**src/design/z80Alu_defines.svh**
```systemverilog
`ifndef Z80ALU_DEFINES_SVH
`define Z80ALU_DEFINES_SVH

// Bit positions inside F
`define FLAG_C 3'd0
`define FLAG_N 3'd1
`define FLAG_P 3'd2
`define FLAG_X 3'd3
`define FLAG_H 3'd4
`define FLAG_Y 3'd5
`define FLAG_Z 3'd6
`define FLAG_S 3'd7

`define ALU_QUEUE_DEPTH 4  // Command queue entries

// 0 is the plain Z80, 3 replaces SLL with SWAP
`define ALU_MODE 0

`endif

```
**src/design/z80AluPkg.sv**
```systemverilog
`default_nettype none

package z80AluPkg;

  typedef enum logic [3:0] {
    ALU_ADD = 4'd0,
    ALU_ADC = 4'd1,
    ALU_SUB = 4'd2,
    ALU_SBC = 4'd3,
    ALU_AND = 4'd4,
    ALU_XOR = 4'd5,
    ALU_OR  = 4'd6,
    ALU_CP  = 4'd7,
    ALU_ROT = 4'd8,   // Rotate and shift group, selected by ir[5:3]
    ALU_BIT = 4'd9,
    ALU_SET = 4'd10,
    ALU_RES = 4'd11,
    ALU_DAA = 4'd12
  } aluOpT;

  typedef struct packed {
    aluOpT      aluOp;
    logic [5:0] ir;        // Bit or rotate select, then register field
    logic [1:0] iSet;      // 0 main set, 1 CB set
    logic [7:0] operandB;
    logic       writesAcc;
  } aluCmdT;

endpackage

`default_nettype wire

```
**src/design/aluCore.sv**
```systemverilog
`timescale 1ns/1ps
`default_nettype none
`include "z80Alu_defines.svh"

module aluCore
  import z80AluPkg::*;
(
  input  logic       clk,
  input  logic       rstN,
  input  logic       opValid,
  input  logic       opPrefixCb,
  input  logic [7:0] opCode,
  input  logic [7:0] opImm,
  input  logic       hold,
  output logic       opReady,
  output logic       opIllegal,
  output logic       resValid,
  output logic [7:0] result,
  output logic [7:0] acc,
  output logic [7:0] flags
);

  aluCmdT cmd;
  aluCmdT head;
  logic   push;
  logic   pop;
  logic   notEmpty;

  opDecoder i_opDecoder (
    .clk(clk),
    .rstN(rstN),
    .opValid(opValid),
    .opPrefixCb(opPrefixCb),
    .opCode(opCode),
    .opImm(opImm),
    .push(push),
    .cmd(cmd),
    .opIllegal(opIllegal)
  );

  cmdQueue #(
    .payloadT(aluCmdT),
    .DEPTH(`ALU_QUEUE_DEPTH)
  ) i_cmdQueue (
    .clk(clk),
    .rstN(rstN),
    .push(push),
    .din(cmd),
    .pop(pop),
    .head(head),
    .notEmpty(notEmpty),
    .opReady(opReady)
  );

  aluExecute #(
    .MODE(`ALU_MODE)
  ) i_aluExecute (
    .clk(clk),
    .rstN(rstN),
    .head(head),
    .notEmpty(notEmpty),
    .hold(hold),
    .pop(pop),
    .resValid(resValid),
    .result(result),
    .acc(acc),
    .flags(flags)
  );

endmodule

`default_nettype wire

```
**src/design/aluExecute.sv**
```systemverilog
`timescale 1ns/1ps
`default_nettype none

module aluExecute
  import z80AluPkg::*;
#(
  parameter int MODE = 0
) (
  input  logic       clk,
  input  logic       rstN,
  input  aluCmdT     head,
  input  logic       notEmpty,
  input  logic       hold,
  output logic       pop,
  output logic       resValid,
  output logic [7:0] result,
  output logic [7:0] acc,
  output logic [7:0] flags
);

  logic [7:0] busB;
  logic [7:0] aluQ;
  logic [7:0] aluF;
  logic       bitOp;

  assign pop   = notEmpty & ~hold;
  assign bitOp = head.aluOp inside {ALU_BIT, ALU_SET, ALU_RES};
  assign busB  = bitOp ? acc : head.operandB;  // Bit ops work on A itself

  z80Alu #(
    .MODE(MODE)
  ) i_z80Alu (
    .aluOp(head.aluOp),
    .ir(head.ir),
    .iSet(head.iSet),
    .busA(acc),
    .busB(busB),
    .fIn(flags),
    .q(aluQ),
    .fOut(aluF)
  );

  always_ff @(posedge clk or negedge rstN)
  begin
    if (!rstN)
    begin
      resValid <= 1'b0;
      acc      <= 8'h00;
      flags    <= 8'h00;
    end
    else
    begin
      resValid <= pop;
      if (pop)
      begin
        flags <= aluF;  // SET and RES pass F through
        if (head.writesAcc)
          acc <= aluQ;
      end
    end
  end

  always_ff @(posedge clk)
  begin
    if (pop)
      result <= aluQ;
  end

  // Only CP and BIT may leave A unchanged
  flagsOnly: assert property (@(posedge clk) disable iff (!rstN)
    pop && !head.writesAcc |-> head.aluOp inside {ALU_CP, ALU_BIT});

endmodule

`default_nettype wire

```
**src/design/cmdQueue.sv**
```systemverilog
`timescale 1ns/1ps
`default_nettype none

module cmdQueue #(
  parameter type payloadT = logic [7:0],
  parameter int  DEPTH    = 4
) (
  input  logic    clk,
  input  logic    rstN,
  input  logic    push,
  input  payloadT din,
  input  logic    pop,
  output payloadT head,
  output logic    notEmpty,
  output logic    opReady
);

  localparam int PTR_W = (DEPTH > 1) ? $clog2(DEPTH) : 1;
  localparam int CNT_W = $clog2(DEPTH + 1);

  payloadT            mem [DEPTH];
  logic [PTR_W-1:0]   wrPtr;
  logic [PTR_W-1:0]   rdPtr;
  logic [CNT_W-1:0]   count;

  assign head     = mem[rdPtr];  // Show-ahead
  assign notEmpty = (count != '0);
  // One slot kept back for the command sitting in the decoder register
  assign opReady  = (count < CNT_W'(DEPTH - 1));

  always_ff @(posedge clk or negedge rstN)
  begin
    if (!rstN)
    begin
      wrPtr <= '0;
      rdPtr <= '0;
      count <= '0;
    end
    else
    begin
      if (push)
        wrPtr <= (wrPtr == PTR_W'(DEPTH - 1)) ? '0 : wrPtr + 1'b1;
      if (pop)
        rdPtr <= (rdPtr == PTR_W'(DEPTH - 1)) ? '0 : rdPtr + 1'b1;
      if (push && !pop)
        count <= count + 1'b1;
      else if (pop && !push)
        count <= count - 1'b1;
    end
  end

  always_ff @(posedge clk)
  begin
    if (push)
      mem[wrPtr] <= din;
  end

  noOverflow: assert property (@(posedge clk) disable iff (!rstN)
    push |-> count != CNT_W'(DEPTH));
  noUnderflow: assert property (@(posedge clk) disable iff (!rstN)
    pop |-> count != '0);

endmodule

`default_nettype wire

```
**src/design/opDecoder.sv**
```systemverilog
`timescale 1ns/1ps
`default_nettype none

module opDecoder
  import z80AluPkg::*;
(
  input  logic       clk,
  input  logic       rstN,
  input  logic       opValid,
  input  logic       opPrefixCb,
  input  logic [7:0] opCode,
  input  logic [7:0] opImm,
  output logic       push,
  output aluCmdT     cmd,
  output logic       opIllegal
);

  aluCmdT decCmd;
  logic   decLegal;

  always_comb
  begin
    decCmd.aluOp     = ALU_ADD;
    decCmd.ir        = opCode[5:0];
    decCmd.iSet      = 2'd0;
    decCmd.operandB  = 8'h00;
    decCmd.writesAcc = 1'b1;
    decLegal         = 1'b0;
    if (!opPrefixCb)
    begin
      if (opCode[7:6] == 2'b11 && opCode[2:0] == 3'b110)
      begin
        decLegal          = 1'b1;  // ALU op with n
        decCmd.aluOp      = aluOpT'({1'b0, opCode[5:3]});
        decCmd.operandB   = opImm;
        decCmd.writesAcc  = (opCode[5:3] != 3'b111);  // CP leaves A alone
      end
      else if (opCode == 8'h27)
      begin
        decLegal     = 1'b1;
        decCmd.aluOp = ALU_DAA;
      end
    end
    else if (opCode[2:0] == 3'd7)
    begin
      // Only register A is supported after the CB prefix
      decLegal    = 1'b1;
      decCmd.iSet = 2'd1;
      case (opCode[7:6])
        2'b00:   decCmd.aluOp = ALU_ROT;
        2'b01:   decCmd.aluOp = ALU_BIT;
        2'b10:   decCmd.aluOp = ALU_RES;
        default: decCmd.aluOp = ALU_SET;
      endcase
      decCmd.writesAcc = (opCode[7:6] != 2'b01);  // BIT only tests
    end
  end

  always_ff @(posedge clk or negedge rstN)
  begin
    if (!rstN)
    begin
      push      <= 1'b0;
      opIllegal <= 1'b0;
    end
    else
    begin
      push      <= opValid & decLegal;
      opIllegal <= opValid & ~decLegal;
    end
  end

  always_ff @(posedge clk)
  begin
    if (opValid)
      cmd <= decCmd;
  end

endmodule

`default_nettype wire

```
**src/design/z80Alu.sv**
```systemverilog
`timescale 1ns/1ps
`default_nettype none
`include "z80Alu_defines.svh"

module z80Alu
  import z80AluPkg::*;
#(
  parameter int MODE = 0
) (
  input  aluOpT      aluOp,
  input  logic [5:0] ir,
  input  logic [1:0] iSet,
  input  logic [7:0] busA,
  input  logic [7:0] busB,
  input  logic [7:0] fIn,
  output logic [7:0] q,
  output logic [7:0] fOut
);

  logic [7:0] bEff;
  logic [7:0] sumV;
  logic [7:0] bitMask;
  logic [4:0] loSum;
  logic [3:0] midSum;
  logic [1:0] hiSum;
  logic       carryIn;
  logic       overflow;
  logic [8:0] daaQ;

  assign bitMask = 8'h01 << ir[5:3];
  assign bEff    = aluOp[1] ? ~busB : busB;  // Subtract by inverted add
  // ADC and SBC chain in the carry, SUB and CP force it
  assign carryIn = aluOp[1] ^ (~aluOp[2] & aluOp[0] & fIn[`FLAG_C]);

  // Split adder exposes half carry and carry into bit 7
  assign loSum    = {1'b0, busA[3:0]} + {1'b0, bEff[3:0]} + {4'd0, carryIn};
  assign midSum   = {1'b0, busA[6:4]} + {1'b0, bEff[6:4]} + {3'd0, loSum[4]};
  assign hiSum    = {1'b0, busA[7]} + {1'b0, bEff[7]} + {1'b0, midSum[3]};
  assign sumV     = {hiSum[0], midSum[2:0], loSum[3:0]};
  assign overflow = hiSum[1] ^ midSum[3];

  always_comb
  begin
    q    = busA;
    fOut = fIn;
    daaQ = {1'b0, busA};
    case (aluOp)
      ALU_ADD, ALU_ADC, ALU_SUB, ALU_SBC, ALU_AND, ALU_XOR, ALU_OR, ALU_CP:
      begin
        fOut[`FLAG_N] = 1'b0;
        fOut[`FLAG_C] = 1'b0;
        case (aluOp[2:0])
          3'b000, 3'b001:
          begin
            q             = sumV;
            fOut[`FLAG_C] = hiSum[1];
            fOut[`FLAG_H] = loSum[4];
            fOut[`FLAG_P] = overflow;
          end
          3'b010, 3'b011, 3'b111:
          begin
            q             = sumV;
            fOut[`FLAG_N] = 1'b1;
            fOut[`FLAG_C] = ~hiSum[1];  // Borrow
            fOut[`FLAG_H] = ~loSum[4];
            fOut[`FLAG_P] = overflow;
          end
          3'b100:
          begin
            q             = busA & busB;
            fOut[`FLAG_H] = 1'b1;
            fOut[`FLAG_P] = ~^q;
          end
          3'b101:
          begin
            q             = busA ^ busB;
            fOut[`FLAG_H] = 1'b0;
            fOut[`FLAG_P] = ~^q;
          end
          default:
          begin
            q             = busA | busB;
            fOut[`FLAG_H] = 1'b0;
            fOut[`FLAG_P] = ~^q;
          end
        endcase
        // CP copies X and Y from the operand, not the difference
        fOut[`FLAG_X] = (aluOp == ALU_CP) ? busB[3] : q[3];
        fOut[`FLAG_Y] = (aluOp == ALU_CP) ? busB[5] : q[5];
        fOut[`FLAG_Z] = (q == 8'h00);
        fOut[`FLAG_S] = q[7];
      end
      ALU_DAA:
      begin
        if (!fIn[`FLAG_N])
        begin
          if (daaQ[3:0] > 4'd9 || fIn[`FLAG_H])
          begin
            fOut[`FLAG_H] = (daaQ[3:0] > 4'd9);
            daaQ          = daaQ + 9'd6;
          end
          if (daaQ[8:4] > 5'd9 || fIn[`FLAG_C])
            daaQ = daaQ + 9'h060;
        end
        else
        begin
          if (daaQ[3:0] > 4'd9 || fIn[`FLAG_H])
          begin
            if (daaQ[3:0] > 4'd5)
              fOut[`FLAG_H] = 1'b0;
            daaQ[7:0] = daaQ[7:0] - 8'd6;
          end
          if (busA > 8'd153 || fIn[`FLAG_C])
            daaQ = daaQ - 9'h160;
        end
        q             = daaQ[7:0];
        fOut[`FLAG_C] = fIn[`FLAG_C] | daaQ[8];  // Carry is sticky
        fOut[`FLAG_X] = q[3];
        fOut[`FLAG_Y] = q[5];
        fOut[`FLAG_Z] = (q == 8'h00);
        fOut[`FLAG_S] = q[7];
        fOut[`FLAG_P] = ~^q;
      end
      ALU_BIT:
      begin
        q             = busB & bitMask;
        fOut[`FLAG_S] = q[7];
        fOut[`FLAG_Z] = (q == 8'h00);
        fOut[`FLAG_P] = (q == 8'h00);
        fOut[`FLAG_H] = 1'b1;
        fOut[`FLAG_N] = 1'b0;
        // (HL) form would take X and Y from elsewhere
        fOut[`FLAG_X] = (ir[2:0] != 3'b110) & busB[3];
        fOut[`FLAG_Y] = (ir[2:0] != 3'b110) & busB[5];
      end
      ALU_SET: q = busB | bitMask;
      ALU_RES: q = busB & ~bitMask;
      ALU_ROT:
      begin
        case (ir[5:3])
          3'b000:  q = {busA[6:0], busA[7]};        // RLC
          3'b001:  q = {busA[0], busA[7:1]};        // RRC
          3'b010:  q = {busA[6:0], fIn[`FLAG_C]};   // RL
          3'b011:  q = {fIn[`FLAG_C], busA[7:1]};   // RR
          3'b100:  q = {busA[6:0], 1'b0};           // SLA
          3'b101:  q = {busA[7], busA[7:1]};        // SRA
          3'b110:  q = (MODE == 3) ? {busA[3:0], busA[7:4]} : {busA[6:0], 1'b1};
          default: q = {1'b0, busA[7:1]};           // SRL
        endcase
        fOut[`FLAG_C] = ir[3] ? busA[0] : busA[7];  // Bit shifted out
        if (MODE == 3 && ir[5:3] == 3'b110)
          fOut[`FLAG_C] = 1'b0;                     // SWAP
        fOut[`FLAG_H] = 1'b0;
        fOut[`FLAG_N] = 1'b0;
        fOut[`FLAG_X] = q[3];
        fOut[`FLAG_Y] = q[5];
        fOut[`FLAG_S] = q[7];
        fOut[`FLAG_Z] = (q == 8'h00);
        fOut[`FLAG_P] = ~^q;
        if (iSet == 2'd0)
        begin
          // Accumulator rotates keep S, Z and P
          fOut[`FLAG_S] = fIn[`FLAG_S];
          fOut[`FLAG_Z] = fIn[`FLAG_Z];
          fOut[`FLAG_P] = fIn[`FLAG_P];
        end
      end
      default: ;
    endcase
  end

endmodule

`default_nettype wire

```
**config.mk**
```make
export PLATFORM = sky130hd
export DESIGN_NAME = aluCore
export DESIGN_NICKNAME = d
export VERILOG_FILES = /design/src/design/z80AluPkg.sv /design/src/design/aluCore.sv /design/src/design/aluExecute.sv /design/src/design/cmdQueue.sv /design/src/design/opDecoder.sv /design/src/design/z80Alu.sv
export VERILOG_INCLUDE_DIRS = /design/src /design/src/design
export SDC_FILE = /design/constraint.sdc
export NUM_CORES = 1
export LEC_CHECK = 0
export CAP_MARGIN = 30
export CORE_ASPECT_RATIO = 1.25
export CORE_MARGIN = 2
export CORE_UTILIZATION = 35
export DETAILED_ROUTE_END_ITERATION = 12
export DONT_BUFFER_PORTS = 1
export GPL_ROUTABILITY_DRIVEN = 0
export PLACE_DENSITY = 0.52
export SLEW_MARGIN = 20
export SYNTH_ARGS = -nofsm -noshare
export SYNTH_HDL_FRONTEND = slang
export SYNTH_SLANG_ARGS = --single-unit
```
**constraint.sdc**
```tcl
create_clock -name clk -period 5.05 [get_ports clk]
set_clock_uncertainty 0.1 [all_clocks]
set_input_delay 0.505 -clock clk [delete_from_list [all_inputs] [get_ports clk]]
set_output_delay 0.505 -clock clk [all_outputs]
set_load 0.01 [all_outputs]
```
==> flow_summary.yaml, run 1 <==
layout:
  drive_gt1_share_pct: 17.2
  postLayoutCellArea_sq_um: 9340
  final_cells: 1039
  final_util_pct: 40.7
  finalNetCount: 809
  area_growth_pct: 14.4
  n_antenna_cell: 0
  n_fill_cell: 2206
worst_setup_path:
  crit_required_ps: 5130
  path_delay_family: "adder cells"
  cp_num_buf_inv: 5
  cp-end-kind: "register"
  crit_fanout: 5
  crit_top_cell: "inv_1"
  arrival_ps: 4900
  slowest_stage: "mux4_2"
  max_stage_delay_ps: 570
  crit_type: "reg2reg"
  cp-start-kind: "register"
  path_cells: "buf_6, mux4_2, nor2_8, nor2_8, mux2i_4, xnor2_2, fa_1, inv_1, fa_2, inv_1, a21o_1, a21oi_2, inv_1, fa_2, inv_1, fa_1, xor2_1, o22ai_1, a21oi_2, o221a_2, o221ai_1, o21a_1"
floorplanning:
  dieArea_sq_um: 24600
  num_rows: 62
  core-area_sq_um: 23000
  io_pins: 48
  die_x_um: 141
  fp.dieH_um: 175
  start_util_pct: 35.6
route:
  antenna_left: 0
  routedWlPerCell_um: 22.0
  first_pass_iters: 6
  via_per_inst: 5.74
  wl_mm: 22.9
  vias: 5964
  drt_first_iter_violations: 444
  drc: 0
logic_synthesis:
  synthDistinctLibCells: 82
  synth-edff-count: 108
  synthTopCellsByCount: "edfxtp_1, nor2_1, nand2_1, ha_1, a21oi_1"
  yosysTopAreaCell: "edfxtp_1"
  syn_nets: 786
  synthFlopType: "edfxtp_1"
  synth_top_cells_by_area: "edfxtp_1, dfrtp_1, ha_1"
  ys_seq_area_share_pct: 47.7
  yosysMostFrequentCell: "edfxtp_1"
  synthArstFlopShare_pct: 19.4
  synth_top_area_share_pct: 39.7
  synthCells: 715
  syn_area_per_cell_sq_um: 11.4
  synth_area_sq_um: 8170
  ys_ff_latch: 134
  yosys_warnings: 0
global_routing:
  grt-ovfl-total: 0
  antenna_found_initial: 0
  grt.met3_usage_pct: 3.84
  grt_first_pass_wirelength_mm: 35.5
  grt_max_degree: 31
  use_met2_pct: 33.3
  grt_most_used_layer: "met2"
  grt_usage_pct: 19.1
  grt_pass1_vias: 6199
  groute.layer.met1.usage_pct: 22.3
sta:
  relSlewSlack_pct: 35.3
  fmax_mhz: 208
  fin_hold_ws_ps: 72.1
  rsz0062_at_grt: "false"
  finalSetupViolations: 0
  hold_viol: 0
  tightestPinTransition_ps: 968
  period_share_pct: 95.3
  slew_viol_final: 0
  period_minus_slack_ps: 4810
placed_design:
  placed_cell_area_sq_um: 8650
  numPortBuffers: 0
  dpl.hpwl_mm: 17.0
  place_inst: 1000
run:
  max_cap_violations: 0
clocking:
  path_clk_slew_ps: 70
  cts_tree: "built"
  cts_sinks: 134
  clock_latency_ps: 430
  clockBufferDepth: 2
  cts-buffers-inserted: 17
  htree_num_levels: 4
  clockRootBuffer: "clkbuf_16"
run_status:
  status: "finished, final reports clean"
min_path:
  min_path_type: "in2reg"
-- stage by stage --
stage          TNS [ps]  worst slack, ps
3_3_place_gp          0             65.7
4_1_cts               0             27.3
5_1_grt               0             2.88
3_5_place_dp      -71.7            -71.7
6_report              0              239
2_1_floorplan         0             72.8
-- timing repair --
item                                   CTS  global route
endpoints found under the hold margin   26             0
hold buffers                             2             0
gates resized for setup                  1            10
setup buffers                            2             3
setup endpoints to repair                1            10
pin swaps                                0             5
-- per-layer routing --
metal | vias up | routed length [um]
li1 | 2724 | -
met1 | 2921 | 9040
met2 | 244 | 11400
met3 | 75 | 1340
met4 | 0 | 1030
met5 | - | 0
-- path summary, 6_finish.rpt --
| kind | start | to | slack [ps] | cells after the start |
|---|---|---|---|---|
| worst min register to register | i_cmdQueue.count[2] | i_cmdQueue.count[2] | 390 | 1 |
| worst min-delay path | opCode[0] | i_opDecoder.cmd[11] | 70 | 0 |
| worst max-delay path | i_cmdQueue.rdPtr[0] | i_aluExecute.result[6] | 240 | 22 |
| max in group asynchronous | rstN | i_aluExecute.resValid | 4170 | 2 |
| min in group asynchronous | rstN | i_aluExecute.flags[2] | 500 | 2 |
| worst max register to register | i_cmdQueue.rdPtr[0] | i_aluExecute.result[6] | 240 | 22 |
-- state kept, by name, indices dropped and copies added, names as in the netlist --
signal,count
i_opDecoder.cmd,20
i_opDecoder.opIllegal,1
i_cmdQueue.wrPtr,2
i_aluExecute.resValid,1
i_opDecoder.push,1
i_aluExecute.flags,8
i_aluExecute.acc,8
i_aluExecute.result,8
i_cmdQueue.rdPtr,2
i_cmdQueue.mem,80
i_cmdQueue.count,3
-- cell families after synthesis --
| kind of cell | Yosys count | share of synthesized area (%) |
|---|---|---|
| buf+inv | 70 | 3.62 |
| simple gates | 193 | 11.9 |
| fa+ha+maj | 50 | 8.21 |
| compound gates | 165 | 13.7 |
| flops | 134 | 47.7 |
| xor+xnor | 51 | 5.47 |
| mux | 52 | 9.39 |
-- worst register-to-register path, delay by kind of cell (launching register included) --
family / cells / cell delay, ps
adders and majority gates: 4 / 1160
AOI/OAI and AO/OA: 7 / 1120
muxes: 2 / 760
DFF: 1 / 420
xor gates and xnor gates: 2 / 330
buffers and inverters: 5 / 450
and+or+nand+nor: 2 / 220
-- layout make-up --
| cell class | instances | area (sq um) | share of cell area [%] |
|---|---|---|---|
| multi-input combinational | 511 | 4020 | 43.1 |
| tap | 288 | 360 | 3.86 |
| sequential | 134 | 3890 | 41.7 |
| inverter | 31 | 116 | 1.25 |
| clock buffer | 17 | 425 | 4.55 |
| timing repair buffer | 43 | 372 | 3.98 |
| clock inverter | 15 | 153 | 1.63 |
-- placed cells by master, fill, tap and decap left out, types with 17 or more instances in the layout --
cell type and count:
nor2_1 62, mux2i_1 18, mux4_2 18, o21ai_0 24
ha_1 44, edfxtp_1 108, a21oi_1 40, inv_1 29
clkbuf_16 17, nand2_1 52, dfrtp_1 26, xnor2_1 40
buf_4 36
Power of run 1 is not shown: default switching activity piles up to over one toggle a cycle in this logic, so the estimate is an artifact.
==> run 2, diff against run 1 <==
ABC_AREA = 1   (was default)
==> run 2 against run 1 <==
Against the previous run: register-to-register slack better by 80 ps; design area is 3.1% higher; non-clock buffer count is 7 lower; via count is 11% higher; synthesized cell count is 31% higher; critical endpoint is now i_aluExecute.result[7]; routed wire length is 5.6% higher.
==> flow_summary.yaml, run 2 <==
logic_synthesis:
  synth_area_sq_um: 8460
  ys_seq_area_share_pct: 46.0
  synthFlopType: "edfxtp_1"
  ys_ff_latch: 134
  synth-edff-count: 108
  synthDistinctLibCells: 50
  syn_nets: 1006
  yosys_warnings: 0
  syn_area_per_cell_sq_um: 9.05
  synthArstFlopShare_pct: 19.4
  synthCells: 935
  synth_top_cells_by_area: "edfxtp_1, nand2_1, dfrtp_1"
  yosysTopAreaCell: "edfxtp_1"
  synth_top_area_share_pct: 38.3
  yosysMostFrequentCell: "nand2_1"
  synthTopCellsByCount: "nand2_1, edfxtp_1, nor2_1, inv_1, nand3_1"
route:
  wl_mm: 24.1
  routedWlPerCell_um: 18.4
  drc: 0
  first_pass_iters: 5
  antenna_left: 0
  via_per_inst: 5.04
  drt_first_iter_violations: 573
  vias: 6602
global_routing:
  grt_usage_pct: 19.8
  grt_first_pass_wirelength_mm: 37.2
  grt_max_degree: 27
  grt_pass1_vias: 6496
  grt-ovfl-total: 0
  antenna_found_initial: 0
worst_setup_path:
  reg2reg_depth: 28
  crit_fanout: 19
  crit_required_ps: 5120
  path_depth: 28
  r2r_setup_slack_ps: 320
  crit_type: "reg2reg"
  r2r-end: "i_aluExecute.result[7]"
  arrival_ps: 4800
  slowest_stage: "fa_1"
  cp-end-kind: "register"
  cp-start-kind: "register"
  r2r_start: "i_cmdQueue.rdPtr[0]"
  crit_top_cell: "nand2_1"
  path_delay_family: "simple AND/OR/NAND/NOR gates"
  crit_start: "i_cmdQueue.rdPtr[0]"
  cp_num_buf_inv: 4
  max_stage_delay_ps: 490
  cp-endpoint: "i_aluExecute.result[7]"
sta:
  tightestPinTransition_ps: 931
  slew_viol_final: 0
  hold_viol: 0
  period_minus_slack_ps: 4730
  setup_ws_ps: 316
  period_share_pct: 93.7
  fmax_mhz: 211
  relSlewSlack_pct: 37.9
  finalSetupViolations: 0
layout:
  postLayoutCellArea_sq_um: 9640
  regMostFlops: "i_cmdQueue.mem"
  area_growth_pct: 13.9
  top_regs: "i_cmdQueue.mem: 80 flops, i_opDecoder.cmd: 20 flops"
  finalNetCount: 1042
  largest_register_ffs: 80
  final_cells: 1309
  drive_gt1_share_pct: 16.0
  layout_commonest_cell: "nand2_1"
  layout_common_cells: "nand2_1, edfxtp_1, nor2_1, inv_1, nand3_1"
  n_antenna_cell: 0
clocking:
  path_clk_slew_ps: 70
  cts_sinks: 134
  clock_latency_ps: 420
  cts_tree: "built"
  clockRootBuffer: "clkbuf_16"
  cts-buffers-inserted: 17
  htree_num_levels: 4
  clockBufferDepth: 2
floorplanning:
  dieArea_sq_um: 25500
  start_util_pct: 35.7
  core-area_sq_um: 23700
  num_rows: 63
  die_x_um: 143
  fp.dieH_um: 178
  io_pins: 48
placed_design:
  numPortBuffers: 0
  place_inst: 1269
  post-place-ws_ps: 137
  dpl.hpwl_mm: 18.2
  placed_cell_area_sq_um: 8940
run_status:
  status: "finished, final reports clean"
run:
  max_cap_violations: 0
min_path:
  min_path_type: "in2reg"
-- run 2: metal layers --
| layer | GRT usage [%] | share of wire (%) | vias to the layer above | wire, um |
|---|---|---|---|---|
| li1 | - | - | 3202 | - |
| met1 | 22.2 | 38 | 3114 | 9290 |
| met2 | 35.3 | 51 | 218 | 12200 |
| met3 | 4.05 | 5.6 | 68 | 1360 |
| met4 | 10.2 | 5.2 | 0 | 1250 |
| met5 | 0 | 0 | - | 0 |
-- run 2: logic make-up after synthesis --
kind of cell,synth area share [%]
multiplexers,0.133
XOR/XNOR,4.66
AND/OR/NAND/NOR,25.6
adder cells (fa/ha/maj),7.92
AO/OA/AOI/OAI,9.14
flip-flops,46.0
buffers and inverters,6.56
-- run 2: how the worst min path moves through the flow --
stage | from | to | slack [ps] | cells past startpoint
floorplan | rstN | i_aluExecute.acc[0] | 110 | 0
global placement | rstN | i_aluExecute.acc[5] | 110 | 0
detailed placement | rstN | i_aluExecute.acc[4] | 110 | 0
CTS | opCode[0] | i_opDecoder.cmd[11] | 70 | 0
global route | opCode[0] | i_opDecoder.cmd[11] | 60 | 0
finish | opCode[0] | i_opDecoder.cmd[11] | 80 | 0
-- run 2: repair_timing --
action,in CTS,in global routing
setup buffers,0,6
resized for setup,0,14
hold buffers,2,0
endpoints found under the setup margin,0,8
endpoints found under the hold margin,26,0
-- run 2: area by class of cell --
cell class                 count  area (sq um)
fill                        2369         14100
multi-input combinational    679          4060
sequential                   134          3890
clock buffer                  21           440
tap                          325           407
inverter                     103           404
timing repair buffer          36           302
clock inverter                11           133
-- run 2: metrics by stage --
| stage | utilization, % | hold slack, ps | TNS [ps] |
|---|---|---|---|
| after CTS | 40.2 | 65.1 | 0 |
| after global placement | 37.7 | 110 | 0 |
| after floorplan | - | 109 | 0 |
| final | 40.6 | 83.9 | 0 |
| after global routing | 40.6 | 62.7 | -13.8 |
| after detailed placement | 37.7 | 111 | 0 |
Power of run 2 is left out for the same reason.
